**src/common/ntm_cosh_config.svh**
```systemverilog
// Width, fraction and series length macros for the cosh datapath

`ifndef NTM_COSH_CONFIG_SVH
`define NTM_COSH_CONFIG_SVH

//////////////////////////////////////////////////
// Datapath format
//////////////////////////////////////////////////

// Signed Q16.16 element
`define NTM_DATA_WIDTH 32
`define NTM_FRAC_BITS 16

// Row and column counts
`define NTM_INDEX_WIDTH 16

// Taylor terms summed, term 0 included
`define NTM_COSH_TERMS 6

`endif

```
**src/common/ntm_cosh_pkg.sv**
```systemverilog
// Data, index and size types plus state enums of the cosh matrix unit

`default_nettype none

`include "ntm_cosh_config.svh"

package ntm_cosh_pkg;

  //////////////////////////////////////////////////
  // Scalar and index types
  //////////////////////////////////////////////////

  // Q16.16 element value
  typedef logic signed [`NTM_DATA_WIDTH-1:0] ntm_data_t;

  // Row or column count, also used as an index
  typedef logic [`NTM_INDEX_WIDTH-1:0] ntm_index_t;

  // Matrix dimensions, sampled once per matrix
  typedef struct packed {
    ntm_index_t size_i;
    ntm_index_t size_j;
  } ntm_matrix_size_t;

  //////////////////////////////////////////////////
  // Controller states
  //////////////////////////////////////////////////

  typedef enum logic [1:0] {matrix_idle, matrix_input, matrix_wait_vector} ntm_matrix_state_t;

  typedef enum logic [1:0] {vector_idle, vector_feed, vector_compute} ntm_vector_state_t;

  typedef enum logic [2:0] {
    scalar_idle,
    scalar_square,
    scalar_mult_x2,
    scalar_mult_recip,
    scalar_done
  } ntm_scalar_state_t;

endpackage

`default_nettype wire

```
**src/logic/ntm_scalar_cosh.sv**
```systemverilog
// Iterative Q16.16 cosh Taylor series unit with one shared multiplier

`timescale 1ns/1ns
`default_nettype none

`include "ntm_cosh_config.svh"

module ntm_scalar_cosh
  import ntm_cosh_pkg::*;
(
  input  logic      CLK,
  input  logic      RST,
  input  logic      start,
  input  ntm_data_t data_in,
  output logic      ready,
  output ntm_data_t data_out
);

  //////////////////////////////////////////////////
  // Constants
  //////////////////////////////////////////////////

  localparam int term_w = $clog2(`NTM_COSH_TERMS);
  localparam ntm_data_t fixed_one = ntm_data_t'(1 << `NTM_FRAC_BITS);

  //////////////////////////////////////////////////
  // Signals
  //////////////////////////////////////////////////

  ntm_scalar_state_t state;

  // Term number of the series step in progress
  logic [term_w-1:0] term_k;

  // Operand, its square, running term and sum
  ntm_data_t x;
  ntm_data_t x2;
  ntm_data_t term;
  ntm_data_t acc;

  // Shared multiplier
  ntm_data_t mult_a;
  ntm_data_t mult_b;
  logic signed [2*`NTM_DATA_WIDTH-1:0] mult_full;
  ntm_data_t mult_scaled;
  ntm_data_t acc_next;

  // 1 / ((2k-1) * 2k) in Q16.16, entry k for term k
  ntm_data_t recip_table [1:`NTM_COSH_TERMS-1];

  //////////////////////////////////////////////////
  // Reciprocal table
  //////////////////////////////////////////////////

  for (genvar k = 1; k < `NTM_COSH_TERMS; k++) begin : g_recip
    localparam int den = (2*k - 1) * (2*k);
    assign recip_table[k] = ntm_data_t'((1 << `NTM_FRAC_BITS) / den);
  end

  //////////////////////////////////////////////////
  // Datapath
  //////////////////////////////////////////////////

  // Operand select per state, squaring by default
  always_comb begin
    mult_a = x;
    mult_b = x;
    case (state)
      scalar_mult_x2: begin
        mult_a = term;
        mult_b = x2;
      end
      scalar_mult_recip: begin
        mult_a = term;
        mult_b = recip_table[term_k];
      end
      default: ;
    endcase
  end

  // Full product, then back to Q16.16
  assign mult_full   = mult_a * mult_b;
  assign mult_scaled = mult_full[`NTM_FRAC_BITS +: `NTM_DATA_WIDTH];
  assign acc_next    = acc + mult_scaled;

  // Operand and series registers
  always_ff @(posedge CLK) begin
    case (state)
      scalar_idle: begin
        if (start) begin
          x <= data_in;
        end
      end
      scalar_square: begin
        x2   <= mult_scaled;
        term <= fixed_one;
        acc  <= fixed_one;
      end
      // Previous term times x squared
      scalar_mult_x2: term <= mult_scaled;
      // Scale by recip_k and add to the sum
      scalar_mult_recip: begin
        term <= mult_scaled;
        acc  <= acc_next;
      end
      default: ;
    endcase
  end

  //////////////////////////////////////////////////
  // Control
  //////////////////////////////////////////////////

  always_ff @(posedge CLK or posedge RST) begin
    if (RST) begin
      state    <= scalar_idle;
      term_k   <= '0;
      ready    <= 1'b0;
      data_out <= '0;
    end else begin
      ready <= 1'b0;
      case (state)
        scalar_idle: begin
          if (start) begin
            state <= scalar_square;
          end
        end
        scalar_square: begin
          term_k <= term_w'(1);
          state  <= scalar_mult_x2;
        end
        scalar_mult_x2: state <= scalar_mult_recip;
        scalar_mult_recip: begin
          if (term_k == term_w'(`NTM_COSH_TERMS - 1)) begin
            // Last term lands, result out now
            data_out <= acc_next;
            ready    <= 1'b1;
            state    <= scalar_done;
          end else begin
            term_k <= term_k + 1'b1;
            state  <= scalar_mult_x2;
          end
        end
        scalar_done: state <= scalar_idle;
        default: state <= scalar_idle;
      endcase
    end
  end

  // Vector controller must wait for the previous result
  assert property (@(posedge CLK) disable iff (RST) start |-> state == scalar_idle)
    else $error("scalar start while busy");

endmodule

`default_nettype wire

```
**src/logic/ntm_vector_cosh.sv**
```systemverilog
// Row controller feeding elements to the scalar cosh unit and counting columns

`timescale 1ns/1ns
`default_nettype none

module ntm_vector_cosh
  import ntm_cosh_pkg::*;
(
  input  logic       CLK,
  input  logic       RST,
  input  logic       start,
  input  ntm_index_t size_in,
  input  logic       data_in_enable,
  input  ntm_data_t  data_in,
  output logic       data_out_enable,
  output ntm_data_t  data_out,
  output logic       ready
);

  //////////////////////////////////////////////////
  // Signals
  //////////////////////////////////////////////////

  ntm_vector_state_t state;

  // Row length and current column
  ntm_index_t row_size;
  ntm_index_t col_index;

  // Element taken this cycle
  logic accept;

  // Scalar unit handshake
  logic      scalar_start;
  ntm_data_t scalar_in;
  logic      scalar_ready;
  ntm_data_t scalar_out;

  //////////////////////////////////////////////////
  // Input acceptance
  //////////////////////////////////////////////////

  // First element may come together with start
  assign accept = data_in_enable &&
                  ((state == vector_idle && start) || state == vector_feed);

  always_ff @(posedge CLK) begin
    if (accept) begin
      scalar_in <= data_in;
    end
  end

  //////////////////////////////////////////////////
  // Row FSM
  //////////////////////////////////////////////////

  always_ff @(posedge CLK or posedge RST) begin
    if (RST) begin
      state           <= vector_idle;
      row_size        <= '0;
      col_index       <= '0;
      scalar_start    <= 1'b0;
      data_out_enable <= 1'b0;
      data_out        <= '0;
      ready           <= 1'b0;
    end else begin
      // Single cycle pulses
      scalar_start    <= 1'b0;
      data_out_enable <= 1'b0;
      ready           <= 1'b0;
      case (state)
        vector_idle: begin
          if (start) begin
            row_size  <= size_in;
            col_index <= '0;
            state     <= accept ? vector_compute : vector_feed;
            scalar_start <= accept;
          end
        end
        vector_feed: begin
          if (accept) begin
            scalar_start <= 1'b1;
            state        <= vector_compute;
          end
        end
        vector_compute: begin
          if (scalar_ready) begin
            data_out        <= scalar_out;
            data_out_enable <= 1'b1;
            if (col_index == row_size - 1'b1) begin
              // Row complete
              ready <= 1'b1;
              state <= vector_idle;
            end else begin
              col_index <= col_index + 1'b1;
              state     <= vector_feed;
            end
          end
        end
        default: state <= vector_idle;
      endcase
    end
  end

  //////////////////////////////////////////////////
  // Scalar unit
  //////////////////////////////////////////////////

  ntm_scalar_cosh i_ntm_scalar_cosh (
    .CLK      (CLK),
    .RST      (RST),
    .start    (scalar_start),
    .data_in  (scalar_in),
    .ready    (scalar_ready),
    .data_out (scalar_out)
  );

  // Empty rows are not supported
  assert property (@(posedge CLK) disable iff (RST) start |-> size_in != '0)
    else $error("vector start with zero row length");

endmodule

`default_nettype wire

```
**src/matrix/ntm_matrix_cosh.sv**
```systemverilog
// Top level cosh matrix controller with row indexing and output framing

`timescale 1ns/1ns
`default_nettype none

module ntm_matrix_cosh
  import ntm_cosh_pkg::*;
(
  input  logic             CLK,
  input  logic             RST,
  input  logic             START,
  input  logic             DATA_IN_I_ENABLE,
  input  logic             DATA_IN_J_ENABLE,
  input  ntm_matrix_size_t SIZE_IN,
  input  ntm_data_t        DATA_IN,
  output logic             READY,
  output logic             DATA_OUT_I_ENABLE,
  output logic             DATA_OUT_J_ENABLE,
  output ntm_data_t        DATA_OUT
);

  //////////////////////////////////////////////////
  // Signals
  //////////////////////////////////////////////////

  ntm_matrix_state_t state;

  // Sizes held for the whole matrix
  ntm_matrix_size_t size_reg;

  // Current row, and whether its first element was taken
  ntm_index_t row_index;
  logic       row_active;

  // Strobe taken this cycle
  logic accept;

  // Vector controller side
  logic      vector_start;
  logic      vector_data_enable;
  ntm_data_t vector_data_in;
  logic      vector_data_out_enable;
  ntm_data_t vector_data_out;
  logic      vector_ready;

  //////////////////////////////////////////////////
  // Strobe decode
  //////////////////////////////////////////////////

  // Row opens only on I and J together
  // Strobes outside the input state are dropped
  assign accept = state == matrix_input && DATA_IN_J_ENABLE &&
                  (DATA_IN_I_ENABLE || row_active);

  assign vector_start       = accept && !row_active;
  assign vector_data_enable = accept;
  assign vector_data_in     = DATA_IN;

  //////////////////////////////////////////////////
  // Matrix FSM
  //////////////////////////////////////////////////

  always_ff @(posedge CLK or posedge RST) begin
    if (RST) begin
      state             <= matrix_idle;
      size_reg          <= '0;
      row_index         <= '0;
      row_active        <= 1'b0;
      READY             <= 1'b0;
      DATA_OUT_I_ENABLE <= 1'b0;
      DATA_OUT_J_ENABLE <= 1'b0;
      DATA_OUT          <= '0;
    end else begin
      // Output strobes are single cycle
      READY             <= 1'b0;
      DATA_OUT_I_ENABLE <= 1'b0;
      DATA_OUT_J_ENABLE <= 1'b0;
      case (state)
        matrix_idle: begin
          if (START) begin
            size_reg   <= SIZE_IN;
            row_index  <= '0;
            row_active <= 1'b0;
            state      <= matrix_input;
          end
        end
        matrix_input: begin
          if (accept) begin
            row_active <= 1'b1;
            state      <= matrix_wait_vector;
          end
        end
        matrix_wait_vector: begin
          if (vector_data_out_enable) begin
            DATA_OUT          <= vector_data_out;
            DATA_OUT_J_ENABLE <= 1'b1;
            state             <= matrix_input;
            if (vector_ready) begin
              // End of row
              row_active        <= 1'b0;
              DATA_OUT_I_ENABLE <= 1'b1;
              if (row_index == size_reg.size_i - 1'b1) begin
                // Last element of the matrix
                READY <= 1'b1;
                state <= matrix_idle;
              end else begin
                row_index <= row_index + 1'b1;
              end
            end
          end
        end
        default: state <= matrix_idle;
      endcase
    end
  end

  //////////////////////////////////////////////////
  // Vector controller
  //////////////////////////////////////////////////

  ntm_vector_cosh i_ntm_vector_cosh (
    .CLK             (CLK),
    .RST             (RST),
    .start           (vector_start),
    .size_in         (size_reg.size_j),
    .data_in_enable  (vector_data_enable),
    .data_in         (vector_data_in),
    .data_out_enable (vector_data_out_enable),
    .data_out        (vector_data_out),
    .ready           (vector_ready)
  );

  //////////////////////////////////////////////////
  // Checks
  //////////////////////////////////////////////////

  // Row end from the vector controller always carries a result
  assert property (@(posedge CLK) disable iff (RST) vector_ready |-> vector_data_out_enable)
    else $error("vector row end without result");

  // One element in flight, so results arrive only while one is pending
  assert property (@(posedge CLK) disable iff (RST)
                   vector_data_out_enable |-> state == matrix_wait_vector)
    else $error("vector result while none pending");

endmodule

`default_nettype wire

```
**config.mk**
```make
export PLATFORM = sky130hd
export DESIGN_NAME = ntm_matrix_cosh
export DESIGN_NICKNAME = d
export VERILOG_FILES = /design/src/common/ntm_cosh_pkg.sv /design/src/logic/ntm_scalar_cosh.sv /design/src/logic/ntm_vector_cosh.sv /design/src/matrix/ntm_matrix_cosh.sv
export VERILOG_INCLUDE_DIRS = /design/src /design/src/common
export SDC_FILE = /design/constraint.sdc
export NUM_CORES = 2
export LEC_CHECK = 0
export BUFFER_PORTS_ARGS = -buffer_cell sky130_fd_sc_hd__buf_4
export CAP_MARGIN = 10
export CORE_UTILIZATION = 60
export DETAILED_ROUTE_END_ITERATION = 16
export GPL_TIMING_DRIVEN = 0
export HOLD_SLACK_MARGIN = 0.08
export MAX_ROUTING_LAYER = met4
export PLACE_DENSITY_LB_ADDON = 0.3
export SLEW_MARGIN = 15
export SYNTH_ARGS = -nofsm -noshare
export SYNTH_HDL_FRONTEND = slang
export SYNTH_HIERARCHICAL = 1
export SYNTH_SLANG_ARGS = --single-unit
```
**constraint.sdc**
```tcl
create_clock -name CLK -period 27.2 [get_ports CLK]
set_input_delay 5.44 -clock CLK [delete_from_list [all_inputs] [get_ports CLK]]
set_output_delay 5.44 -clock CLK [all_outputs]
set_load 0.01 [all_outputs]
```
---- Word-level counts from Yosys, hierarchy flattened ----
Memory sizes are Yosys's and may differ from the RTL's.
Cells that the tools add are included.
storage, ports and cells
  register bits after elaboration ......... 354
  bits in read-only memories .............. 256
  input bits .............................. 69
  output and inout port bits .............. 35
  logic and storage cells ................. 141
  memories kept ........................... 1
memory list
  name             depth  bits a word  read ports  clocked after Yosys merged registers in  wr ports  line                   RTL
  (no name shown)  8      32           1           0                                        0         ntm_scalar_cosh.sv:75  mult_b = recip_table[term_k];
cells by class
  $add $sub $neg .......................... 6
  multiply operators ...................... 1
  $lt $le $gt $ge ......................... 1
  equal/unequal tests ..................... 21
  mux-type cells .......................... 56
  bitwise logic cells ..................... 1
  reduce and logical (&&, ||, !) cells .... 29
operator list
  operator                                              count
  one-hot mux 32 bit (2 select lines)                   3
  two-way mux 16 bit                                    7
  two-way mux 32 bit                                    3
  one-hot mux 16 bit (2 select lines)                   2
  multiplier 32 x 32 -> 48 bit                          1
  adder 16 x 1 -> 16 bit (second input constant)        2
  adder 32 bit                                          1
  equality test 16 bit                                  2
  subtractor 16 x 1 -> 16 bit (second input constant)   2
  two-way mux 1 bit                                     25
  two-way mux 2 bit                                     7
  AND reduction 2 bit                                   7
  != test 2 bit (second input constant)                 6
  one-hot mux 2 bit (3 select lines)                    2
  one-hot mux 3 bit (4 select lines)                    1
  != test 2 x 1 -> 1 bit (second input constant)        5
  AND reduction 5 bit                                   2
  two-way mux 3 bit                                     3
  nonzero test 2 bit                                    4
  equality test 3 x 2 -> 1 bit (second input constant)  2
  one-hot mux 3 bit (2 select lines)                    1
  AND reduction 3 bit                                   2
  logical AND 1 bit                                     5
  equality test 2 x 1 -> 1 bit (second input constant)  2
  15 further kinds                                      18

---- Depth between registers and ports, before layout ----
  depth in word-level cells ............... 10
  mapped depth ............................ 48
  depth with buffers taken out ............ 43

---- Modules after synthesis ----
The synthesis kept the hierarchy.
modules (own cells, without submodules)
  module           instances  cells each  area an instance (sq um)  sequential area each (sq um)
  ntm_scalar_cosh  1          3930        36368.6                   4819.6
  ntm_vector_cosh  1          434         4460.5                    2687.6
  ntm_matrix_cosh  1          479         4145.2                    2152.1

---- Worst setup path before layout ----
No wires, ideal clock.
  kind .................................... reg2reg
  start ................................... reg i_ntm_vector_cosh.i_ntm_scalar_cosh.state[2]
  end ..................................... reg i_ntm_vector_cosh.i_ntm_scalar_cosh.acc[30] (data pin)
  library setup time ...................... 0.147 ns
  arrival ................................. 10.345 ns
  required time ........................... 27.053 ns
  slack ................................... 16.708 ns
  cell stages (with the launch flop) ...... 45
  buffers on the path ..................... 8
  clock period less this slack ............ 10.492 ns
  cells stage by stage .................... dfrtp_1 > nand2b_1 > buf_6 > buf_6 > buf_6 > buf_1 > buf_1 > clkbuf_1 > o21ai_1 > clkbuf_1 > nand2_1 > fa_1 > inv_1 > fa_1 > inv_1 > fa_1 > inv_1 > fa_1 > (+9 left out) > clkbuf_1 > a211o_1 > a211oi_1 > o31ai_1 > a211oi_1 > a21oi_1 > o21a_1 > or2_2 > xor2_1 > ha_1 > o21ai_0 > nand2b_1 > a31o_2 > a41oi_1 > o211ai_1 > a21bo_2 > or2_2 > a21oi_1
on the way
  cells in the longest elaborated chain, start to end .. 6
  elaborated cells on any way between the ends .. 9
  classes of those cells .................. add/sub: 1; mul: 1; eq/ne: 3; mux: 3; reduce/logical: 1
RTL lines
  what                                                   line                    RTL
  start: declaration                                     ntm_scalar_cosh.sv:30   ntm_scalar_state_t state;
  start signal: assignment                               ntm_scalar_cosh.sv:116  state <= scalar_idle;
  start signal: assignment                               ntm_scalar_cosh.sv:125  state <= scalar_square;
  start signal: assignment                               ntm_scalar_cosh.sv:130  state <= scalar_mult_x2;
  equality test 3 x 2 -> 1 bit                           ntm_scalar_cosh.sv:68   case (state)
  OR reduction 2 bit (no line)                           n/a
  two-way mux 32 bit                                     ntm_scalar_cosh.sv:68
  multiplier 32 x 32 -> 48 bit (*)                       ntm_scalar_cosh.sv:82   assign mult_full = mult_a * mult_b;
  via i_ntm_vector_cosh.i_ntm_scalar_cosh.mult_full[37]  ntm_scalar_cosh.sv:44   logic signed [2*`NTM_DATA_WIDTH-1:0] mult_full;
  adder 32 bit (*)                                       ntm_scalar_cosh.sv:84   assign acc_next = acc + mult_scaled;
  one-hot mux 32 bit (2 select lines) (*)                ntm_scalar_cosh.sv:88   case (state)
  end signal: assignment                                 ntm_scalar_cosh.sv:97   acc <= fixed_one;
  end signal: assignment                                 ntm_scalar_cosh.sv:104  acc <= acc_next;
  end: declaration                                       ntm_scalar_cosh.sv:39   ntm_data_t acc;
Mark *: on every way through the listed nets, which the timed path passes. The rest lies on a longest branch.
A chain may end at the register's enable or synchronous reset.

---- Worst setup path after layout ----
Same ends and word-level chain as after synthesis.

==> run_results.csv <==
group,metric,value,unit
worst_setup_path,cp.required,27620,ps
worst_setup_path,worstPathArrival,15330,ps
clocking,cts_inserted_buffers,30,
sta,period_share,0.5482,
sta,rsz0062_at_grt,"false",
clocking,numClockSinks,354,
drt,wirelength,163.6,mm
synth,ys_seq_area_frac,0.2148,
global_route,antenna_found_initial,5,
final_layout,drive_gt1_frac,0.05476,
sta,layout_min_cycle_time,14910,ps
drt,wl_per_cell,27.29,µm
sta,tightest_slew,1453,ps
synth,ys_top_cells_by_area,"fa_1 (37%), dfrtp_1 (11%), edfxtp_1 (11%), nand2_1 (7.6%), inv_1 (7.0%)",
run_status,status,"completed",
global_route,track_usage,0.4587,
synth,avgSynthCellArea,9.286,µm²
synth,synth.most_common_cell,"nand2_1",
floorplan,die_w,275.8,µm
clocking,clock-root-buffer,"clkbuf_16",
clocking,h-tree-depth,1,
placement,globalplace.congestion,1.152,
synth,syn_area,0.04497,mm²
synth,synth_common_cells,"nand2_1 (905), fa_1 (839), inv_1 (836)",
floorplan,die_area,0.07606,mm²
synth,async_flop_share,0.5480,
clocking,cts_tree,"done",
worst_setup_path,critPathSlowestCell,"clkbuf_1",
synth,synthCells,4843,
sta,setup-tns-final,0,ps
floorplan,start_util,0.6051,
floorplan,io_pins,104,
placement,portBuffers,103,
global_route,grt_overflow,0,
min_path,hold_depth,0,
synth,yosysTopAreaCellShare,0.3735,
worst_setup_path,crit_top_cell,"fa_1",
clocking,hold_buffers,0,
sta,setup_viol,0,
drt,drtIter0Drc,4227,
min_path,hold_path_class,"reg -> reg",
synth,ys.flop_type,"dfrtp_1",
final_layout,area_delta_synth_final,7.578,%
global_route,grt_pass1_vias,37110,
drt,drc,0,
sta,clock_skew,32.90,ps
worst_setup_path,crit_path_end_kind,"flip-flop",
worst_setup_path,cp-start-kind,"flip-flop",
worst_setup_path,crit_fanout,10,
clocking,post_cts_buffers,0,
floorplan,core.rowCount,100,
final_layout,nNetsFinal,6110,
global_route,grt_max_degree,54,
sta,slew_violations,0,
sta,slew_headroom,0.02088,
placement,dp_cells,5935,
drt,dr.pass1.iters,9,
sta,finalHoldViolations,0,
drt,viasPerCell,6.005,
synth,synth-edff-count,160,
worst_setup_path,cpPeakStageDelay,930,ps
final_layout,finalNonFillerCells,5997,
run,maxCapViolCount,0,
worst_setup_path,crit_type,"reg -> reg",
floorplan,core_area,0.07432,mm²
synth,yosys.area.top_type,"fa_1",
drt,ant_nets,0,
clocking,clock_latency,610,ps
global_route,grt_pass1_wl,239.7,mm
synth,synth_fp_nets,5955,
synth,ys.warnings.count,6,
clocking,cts_buffer_depth,3,
clocking,clk_pin_slew_worst_paths,70,ps
worst_setup_path,r2r_cells,42,
synth,ys_types,102,
floorplan,die_y,275.8,µm
clocking,cts_resized,0,
sta,clock.fmax,67.07,MHz
synth,ys_ff_latch,354,
drt,routed-via-count,36010,
placement,dpl.hpwl,133.1,mm
final_layout,utilization,0.6510,
## worst max-delay path: cells and delay by family (launching register included)
| kind | cells | cell delay [ps] |
|---|---|---|
| flip-flops | 1 | 530 |
| adder cells (fa/ha/maj) | 10 | 4970 |
| AND/OR/NAND/NOR | 8 | 1060 |
| AO/OA/AOI/OAI | 11 | 3270 |
| buffers and inverters | 11 | 3310 |
| XOR/XNOR | 1 | 670 |
| multiplexers | 1 | 850 |
## cell families after synthesis
family	share of synthesized area
AO/OA/AOI/OAI	0.05956
XOR/XNOR	0.02821
adder cells (fa/ha/maj)	0.4302
buffers and inverters	0.08972
flip-flops	0.2148
multiplexers	0.01141
AND/OR/NAND/NOR	0.1661
## layout make-up
class                           instances  area, µm²
Fill cell                            6349      25940
Timing Repair Buffer                  123       1047
Buffer                                212      888.4
Antenna cell                            6      15.01
Inverter                              839       3154
Clock inverter                         18      196.4
Sequential cell                       354       9659
Tap cell                              969       1212
Clock buffer                           38      800.8
Multi-Input combinational cell       3438      31410
## cells in the final DEF (no fill, tap or decap), types with 14 or more instances in the layout
cell	n
a21o_1	27
a21oi_1	98
and2_1	46
buf_4	107
buf_6	16
clkbuf_1	187
clkbuf_16	30
dfrtp_1	194
edfxtp_1	160
fa_1	839
ha_1	204
inv_1	833
mux2i_1	17
mux2i_2	18
nand2_1	905
nand2b_1	25
nand3_1	43
nand4_1	20
nor2_1	629
nor2b_1	18
nor3_1	25
o211ai_1	18
o21a_1	26
o21ai_0	111
o21bai_1	14
o31ai_1	14
xnor2_1	84
xor2_1	51
## stage by stage
step                cell area, µm²  hold WS (ps)  setup WS [ps]
finish                       48380         414.0          12290
detailed placement           47360         404.5          12710
CTS                          48360         414.7          12610
global route                 48380         429.4          12110
floorplan                    44970         400.3          16710
global placement             46960         402.1          12560
## metal layers
metal | part of all wire | track usage | vias to the layer above
li1 | - | - | 15080
met1 | 0.36 | 0.5623 | 17990
met2 | 0.43 | 0.6704 | 2350
met3 | 0.13 | 0.1457 | 589
met4 | 0.071 | 0.2626 | 0
met5 | 0 | - | -
## final timing paths
check,slack [ps],end,startpoint
max reg2reg,12290,i_ntm_vector_cosh/i_ntm_scalar_cosh/acc[30]$_SDFFCE_PP0P_,i_ntm_vector_cosh/i_ntm_scalar_cosh/state[2]$_DFFE_PP0P_
min,410,i_ntm_vector_cosh/i_ntm_scalar_cosh/x[8]$_DFFE_PP_,i_ntm_vector_cosh/scalar_in[8]$_DFFE_PP_
max in group asynchronous,21670,size_reg[24]$_DFFE_PP0P_,RST
min reg2reg,410,i_ntm_vector_cosh/i_ntm_scalar_cosh/x[8]$_DFFE_PP_,i_ntm_vector_cosh/scalar_in[8]$_DFFE_PP_
max,12290,i_ntm_vector_cosh/i_ntm_scalar_cosh/acc[30]$_SDFFCE_PP0P_,i_ntm_vector_cosh/i_ntm_scalar_cosh/state[2]$_DFFE_PP0P_
min in group asynchronous,4790,i_ntm_vector_cosh/i_ntm_scalar_cosh/data_out[7]$_DFFE_PP0P_,RST
Power is not shown: default switching activity piles up to over one toggle a cycle in this logic, so the estimate is an artifact.
